===== config.mk =====
export PLATFORM = sky130hd
export DESIGN_NAME = bus_decoder
export DESIGN_NICKNAME = d
export VERILOG_FILES = /design/src/include/boot_rom_image.svh /design/src/logic/bus_pkg.sv /design/src/logic/memory_map_pkg.sv /design/src/logic/bus_decoder.sv
export SDC_FILE = /design/constraint.sdc
export NUM_CORES = 1
export LEC_CHECK = 0
export BUFFER_PORTS_ARGS = -buffer_cell sky130_fd_sc_hd__buf_2
export CAP_MARGIN = 10
export CORE_AREA = 2 2 106 108
export DETAILED_ROUTE_END_ITERATION = 10
export DIE_AREA = 0 0 108 110
export GPL_TIMING_DRIVEN = 0
export PLACE_DENSITY = 0.5
export SYNTH_ARGS = -nofsm -noshare
export SYNTH_HDL_FRONTEND = slang
export SYNTH_SLANG_ARGS = --single-unit

===== constraint.sdc =====
create_clock -name clock -period 2.6 [get_ports clock]
set_clock_uncertainty 0.2 [all_clocks]
set_input_delay 0.13 -clock clock [delete_from_list [all_inputs] [get_ports clock]]
set_output_delay 0.13 -clock clock [all_outputs]
set_load 0.02 [all_outputs]

===== src/include/boot_rom_image.svh =====
`ifndef boot_rom_image_svh
`define boot_rom_image_svh

// words past the end of the image read as zero
localparam int boot_image_words = 16;

// small start-up loop followed by a few constant words
localparam logic [bus_pkg::data_width-1:0] boot_image [boot_image_words] = '{
  32'h0000_0013,
  32'h0010_00b7,
  32'h0200_0137,
  32'h0010_0193,
  32'h0031_2023,
  32'h3004_6073,
  32'h0000_a203,
  32'h0012_0213,
  32'h0040_a023,
  32'h0000_006f,
  32'hdead_beef,
  32'h1234_5678,
  32'hcafe_f00d,
  32'h0bad_c0de,
  32'h5555_aaaa,
  32'h8000_0001
};

`endif


===== src/logic/bus_pkg.sv =====
package bus_pkg;

  // ------------------------------------------------
  // word sizes of the processor memory bus
  // ------------------------------------------------

  localparam int addr_width = 32;
  localparam int data_width = 32;
  localparam int strb_width = data_width / 8;

  // ------------------------------------------------
  // request and response
  // ------------------------------------------------

  // travels with the valid level of the master, all strobes zero means a read
  typedef struct packed {
    logic [addr_width-1:0] addr;
    logic [data_width-1:0] wdata;
    logic [strb_width-1:0] wstrb;
  } bus_request_t;

  // only meaningful while ready is high
  typedef struct packed {
    logic [data_width-1:0] rdata;
    logic                  error;
  } bus_response_t;

endpackage


===== src/logic/memory_map_pkg.sv =====
package memory_map_pkg;

  // ------------------------------------------------
  // slave regions, top address is exclusive
  // ------------------------------------------------

  localparam logic [bus_pkg::addr_width-1:0] rom_base_addr = 32'h0000_0000;
  localparam logic [bus_pkg::addr_width-1:0] rom_top_addr = 32'h0000_0400;

  localparam logic [bus_pkg::addr_width-1:0] ram_base_addr = 32'h0010_0000;
  localparam logic [bus_pkg::addr_width-1:0] ram_top_addr = 32'h0010_1000;

  localparam logic [bus_pkg::addr_width-1:0] clint_base_addr = 32'h0200_0000;
  localparam logic [bus_pkg::addr_width-1:0] clint_top_addr = 32'h0201_0000;

  // word depths follow from the region sizes
  localparam int rom_words = int'((rom_top_addr - rom_base_addr) >> 2);
  localparam int ram_words = int'((ram_top_addr - ram_base_addr) >> 2);

  // ------------------------------------------------
  // clint register offsets from clint_base_addr
  // ------------------------------------------------

  localparam logic [bus_pkg::addr_width-1:0] clint_msip_offset = 32'h0000_0000;
  localparam logic [bus_pkg::addr_width-1:0] clint_mtimecmp_lo_offset = 32'h0000_4000;
  localparam logic [bus_pkg::addr_width-1:0] clint_mtimecmp_hi_offset = 32'h0000_4004;
  localparam logic [bus_pkg::addr_width-1:0] clint_mtime_lo_offset = 32'h0000_BFF8;
  localparam logic [bus_pkg::addr_width-1:0] clint_mtime_hi_offset = 32'h0000_BFFC;

endpackage


===== src/logic/bus_decoder.sv =====
`timescale 1ns/1ps

module bus_decoder (
  input  logic                                clock,
  input  logic                                reset,
  input  logic                                mem_valid,
  input  bus_pkg::bus_request_t               mem_request,
  output logic                                mem_ready,
  output bus_pkg::bus_response_t              mem_response,
  output bus_pkg::bus_request_t               slave_request,
  output logic                                rom_valid,
  output logic                                ram_valid,
  output logic                                clint_valid,
  input  logic                                rom_ready,
  input  logic                                ram_ready,
  input  logic                                clint_ready,
  input  logic [bus_pkg::data_width-1:0]      rom_rdata,
  input  logic [bus_pkg::data_width-1:0]      ram_rdata,
  input  logic [bus_pkg::data_width-1:0]      clint_rdata
);

  logic                            error_valid;
  logic                            error_ready;
  logic [bus_pkg::addr_width-1:0]  base_addr;

  // --------------------------------------------------
  // region decode
  // --------------------------------------------------

  // clint is checked first, then ram, then rom
  always_comb begin
    rom_valid = 1'b0;
    ram_valid = 1'b0;
    clint_valid = 1'b0;
    error_valid = 1'b0;
    base_addr = '0;

    if (mem_request.addr >= memory_map_pkg::clint_base_addr &&
        mem_request.addr < memory_map_pkg::clint_top_addr) begin
      clint_valid = mem_valid;
      base_addr = memory_map_pkg::clint_base_addr;
    end else if (mem_request.addr >= memory_map_pkg::ram_base_addr &&
                 mem_request.addr < memory_map_pkg::ram_top_addr) begin
      ram_valid = mem_valid;
      base_addr = memory_map_pkg::ram_base_addr;
    end else if (mem_request.addr >= memory_map_pkg::rom_base_addr &&
                 mem_request.addr < memory_map_pkg::rom_top_addr) begin
      rom_valid = mem_valid;
      base_addr = memory_map_pkg::rom_base_addr;
    end else begin
      error_valid = mem_valid;
    end

    // every slave sees the offset into its own region
    slave_request = mem_request;
    slave_request.addr = mem_request.addr - base_addr;
  end

  // --------------------------------------------------
  // error responder for unmapped addresses
  // --------------------------------------------------

  always_ff @(posedge clock) begin
    if (reset) begin
      error_ready <= 1'b0;
    end else begin
      // a held valid must not give a second pulse
      error_ready <= error_valid && !error_ready;
    end
  end

  // --------------------------------------------------
  // response multiplexing
  // --------------------------------------------------

  assign mem_ready = rom_ready | ram_ready | clint_ready | error_ready;

  always_comb begin
    mem_response = '0;
    if (rom_ready) begin
      mem_response.rdata = rom_rdata;
    end else if (ram_ready) begin
      mem_response.rdata = ram_rdata;
    end else if (clint_ready) begin
      mem_response.rdata = clint_rdata;
    end else if (error_ready) begin
      mem_response.error = 1'b1;
    end
  end

  // only one responder may own the bus in a cycle
  assert property (@(posedge clock) disable iff (reset)
    $onehot0({rom_ready, ram_ready, clint_ready, error_ready}))
    else $error("more than one responder ready in the same cycle");

  // a ready pulse always answers a request seen the cycle before
  assert property (@(posedge clock) disable iff (reset)
    $rose(mem_ready) |-> $past(mem_valid))
    else $error("mem_ready rose without a request");

endmodule


**Word level (Yosys, flattened, before mapping)**

Cells that the tools add are included.

- Register bits: 1
- Input port bits: 170
- Output and inout bits: 105
- Word-level logic and storage cells: 34

- Add/subtract/negate cells: 1
- Magnitude comparators: 6
- Muxes and demuxes: 18
- Bitwise operators: 3
- Reductions and logical operators: 5

Operator list:

| operator | count |
|---|---|
| 32-bit 2-to-1 mux | 3 |
| 32-bit by 1-bit >= comparator with 1-bit output, second input constant | 1 |
| 32-bit by 21-bit >= comparator with 1-bit output, second input constant | 1 |
| 32-bit by 26-bit >= comparator with 1-bit output, second input constant | 1 |
| 32-bit by 11-bit < comparator with 1-bit output, second input constant | 1 |
| 32-bit by 21-bit < comparator with 1-bit output, second input constant | 1 |
| 32-bit by 26-bit < comparator with 1-bit output, second input constant | 1 |
| 32-bit subtractor | 1 |
| 26-bit 2-to-1 mux | 1 |
| 21-bit 2-to-1 mux | 1 |
| 1-bit 2-to-1 mux | 13 |
| 1-bit logical AND | 4 |
| 1-bit OR | 3 |
| 1-bit logical NOT | 1 |

**Longest topological paths before layout**

- Word-level depth: 6
- Depth in mapped cells: 9
- Gate-level depth less buffers: 8

**Worst setup path after synthesis**

No wires, ideal clock.

- Kind: input to output
- Start: in mem_request[59] (netlist bit)
- End: out slave_request[66] (netlist bit)
- Arrival: 2.684 ns
- Data required time: 2.270 ns
- Setup slack: -0.414 ns
- Stages on the path: 9
- Path buffers: 1
- Path through: or3_1 > clkbuf_1 > nor4b_2 > and3_1 > ha_1 > ha_1 > or4b_4 > a2111oi_4 > xor2_1

RTL lines:

| item | RTL line | RTL |
|---|---|---|
| start, declared | bus_decoder.sv:7 | `input bus_pkg::bus_request_t mem_request,` |
| end, declared | bus_decoder.sv:10 | `output bus_pkg::bus_request_t slave_request,` |

==> results.toml <==
[min_path]
min_from = "reset"
hold_class = "in2reg"
min_to = "error_ready$_SDFF_PP0_"
min_path_cells = 3

[cells_and_area]
mostFrequentLayoutCell = "buf_2"
seqCellArea_um2 = 20.0
num-fill-cells = 1162
regMostFlops = "error_ready"
fin_cells = 606
multiInputGateArea_um2 = 1110
syn_to_final_growth_pct = 107
drive_gt1_share_pct = 67.0
fin_area_um2 = 3050
num_antenna_cells = 0
largest_reg_flops = 1
finalNetCount = 641
final_cell_mix = "buf_2, buf_4, o21ai_0"
largestRegisters = "error_ready (1)"
final_util_pct = 28.5

[logic_synthesis]
yosys.area.top_type = "buf_4"
ys.flop_type = "dfxtp_1"
synthArstFlopShare_pct = 0
synth_cells = 233
yosys.cell_types.count = 33
ys_seq_area_share_pct = 1.36
syn_avg_cell_area_um2 = 6.34
syn_area_um2 = 1480
synth_seq_cells = 1
synth_nets = 406
yosysWarnings = 0
yosys-top-cells-area = "buf_4, a22oi_1, o21ai_0"
synth_top_area_share_pct = 28.5
synth-edff-count = 0

[setup_path]
r2r_slack_ns = 1.74
endpoint_kind = "primary output"
crit_start = "mem_request[64]"
crit_chain = "buf_12, or3_4, nor4b_4, and3_4, ha_4, ha_4, or4b_4, buf_6, buf_6, a21oi_4, xor2_2, buf_6"
r2r-end = "error_ready$_SDFF_PP0_"
slowest_stage = "or4b_4"
crit_type = "in2out"
required_ns = 2.27
crit_fanout = 3
r2r_cells = 2
cp.arrival_ns = 2.60
path_common_cell = "buf_6"
critPathMaxStageDelay_ns = 0.49
cp-start-kind = "input pin"
r2r_start = "error_ready$_SDFF_PP0_"

[status]
failed_checks = "setup timing"
outcome = "finished, violations left"

[grt]
grt_pass1_vias = 2297
grt_pass1_wl_um = 10800
grt_use_total_pct = 11.1
overflow = 0
grt_max_degree = 11
antenna_found_initial = 0

[route]
drt-wirelength-per-cell_um = 13.3
via_count = 2513
drtIter0Drc = 110
routed_via_density = 4.15
routed_wl_um = 8070
drt-pass1-iter-count = 4
drtAntennaViolNets = 0
route.detailed.drc = 0

[sta]
worstMarginPinSlew_ns = 0.535
timing.final.ws_setup_ns = -0.330
rsz0062_at_grt = "yes"
fmax_mhz = 341
slew_violations = 0
tns_ns = -0.932
period_minus_slack_ns = 2.93
maxSlewHeadroom_pct = 64.3
hold_viol = 0
setup_viol = 5
fin_crit_sh_pct = 113

[placed_design]
placedCellCount = 599
gp_congestion = 0.709
place_hpwl_um = 6950
dpl-instance-area_um2 = 2820
port_buffers = 226

[clocking]
cts_hold_buf = 0
path_clk_slew_ns = 0
clk_latency_ns = 0

[flow_run]
drv_cap = 0

[pwr]
p_int_mw = 0.266
seqPwrFrac_pct = 3.1
total_leakage_power_nw = 1.63
total_power_mw = 0.571
irDropWorstVdd_uv = 83.5
pwr_density_cell_nw_per_um2 = 187
p_switching_mw = 0.305
combinationalPowerShare_pct = 96.9
clkPwrFrac_pct = 0
swShare_pct = 53.4

[floorplanning]
dieArea_um2 = 11900
die_h_um = 110
die-width_um = 108
num_rows = 38
start_util_pct = 13.8
io_pins = 275
core_um2 = 10700
==> stage by stage <==
stage / hold WS (ns) / setup slack, ns
after floorplan: 0.0634 / -0.296
after global placement: 0.202 / -0.634
after detailed placement: 0.204 / -0.661
after CTS: 0.208 / -0.369
after global routing: 0.228 / -0.405
final: 0.200 / -0.330
==> routing by layer <==
metal | part of all wire (%) | GRT usage [%]
met5 | 0 | 0
met4 | 0.47 | 0.366
met3 | 8.4 | 1.41
met2 | 54 | 23.2
met1 | 37 | 12.4
==> cell usage after synthesis (3+ instances only) <==
| master | number |
|---|---|
| nor3_1 | 3 |
| or3_1 | 5 |
| ha_1 | 3 |
| and3_1 | 3 |
| o211ai_1 | 6 |
| clkbuf_1 | 17 |
| buf_4 | 56 |
| a21oi_1 | 3 |
| a22oi_1 | 31 |
| o21ai_0 | 35 |
| and4_1 | 3 |
| inv_1 | 5 |
| nor2_1 | 4 |
| xor2_1 | 5 |
| nand2_1 | 34 |
| nor4_1 | 3 |
==> power by group through the flow <==
stage               combinational, mW  clock, mW  sequential, mW
global placement                0.527          0          0.0175
finish                          0.554          0          0.0176
global route                    0.599          0          0.0177
detailed placement              0.530          0          0.0175
CTS                             0.557          0          0.0175
floorplan                       0.303          0          0.0169
==> layout make-up <==
class / instances / area share [%]
repair buffers: 235 / 41.0
inverters: 5 / 0.616
plain buffers: 71 / 15.6
well taps: 140 / 5.74
multi-input cells: 154 / 36.3
flip-flops and latches: 1 / 0.657
==> kinds of logic after synthesis <==
group           Yosys count  synth area share [%]
compound gates           80                  35.8
xor+xnor                  5                  2.97
fa+ha+maj                 3                  2.54
buf+inv                  78                  34.1
flops                     1                  1.36
simple gates             66                  23.2
==> worst max-delay path by stage <==
stage | end | cells after the start
2_1_floorplan | slave_request[66] | 9
3_3_place_gp | slave_request[66] | 11
3_5_place_dp | slave_request[66] | 11
4_1_cts | slave_request[66] | 10
5_1_grt | slave_request[66] | 10
6_report | slave_request[62] | 12
==> worst max-delay path, delay by kind of cell <==
kind / cells / cell delay, ns
AO/OA/AOI/OAI: 1 / 0.13
XOR/XNOR: 1 / 0.15
adder cells (fa/ha/maj): 2 / 0.26
buffers and inverters: 4 / 0.49
AND/OR/NAND/NOR: 4 / 1.43
==> what timing repair did <==
action | 4_1_cts | 5_1_grt
pin swaps | 11 | 3
setup buffers | 7 | 2
gates cloned | 0 | 0
setup endpoints to repair | 8 | 6
gates resized for setup | 32 | 3
Power figures use the tool's default switching activity.
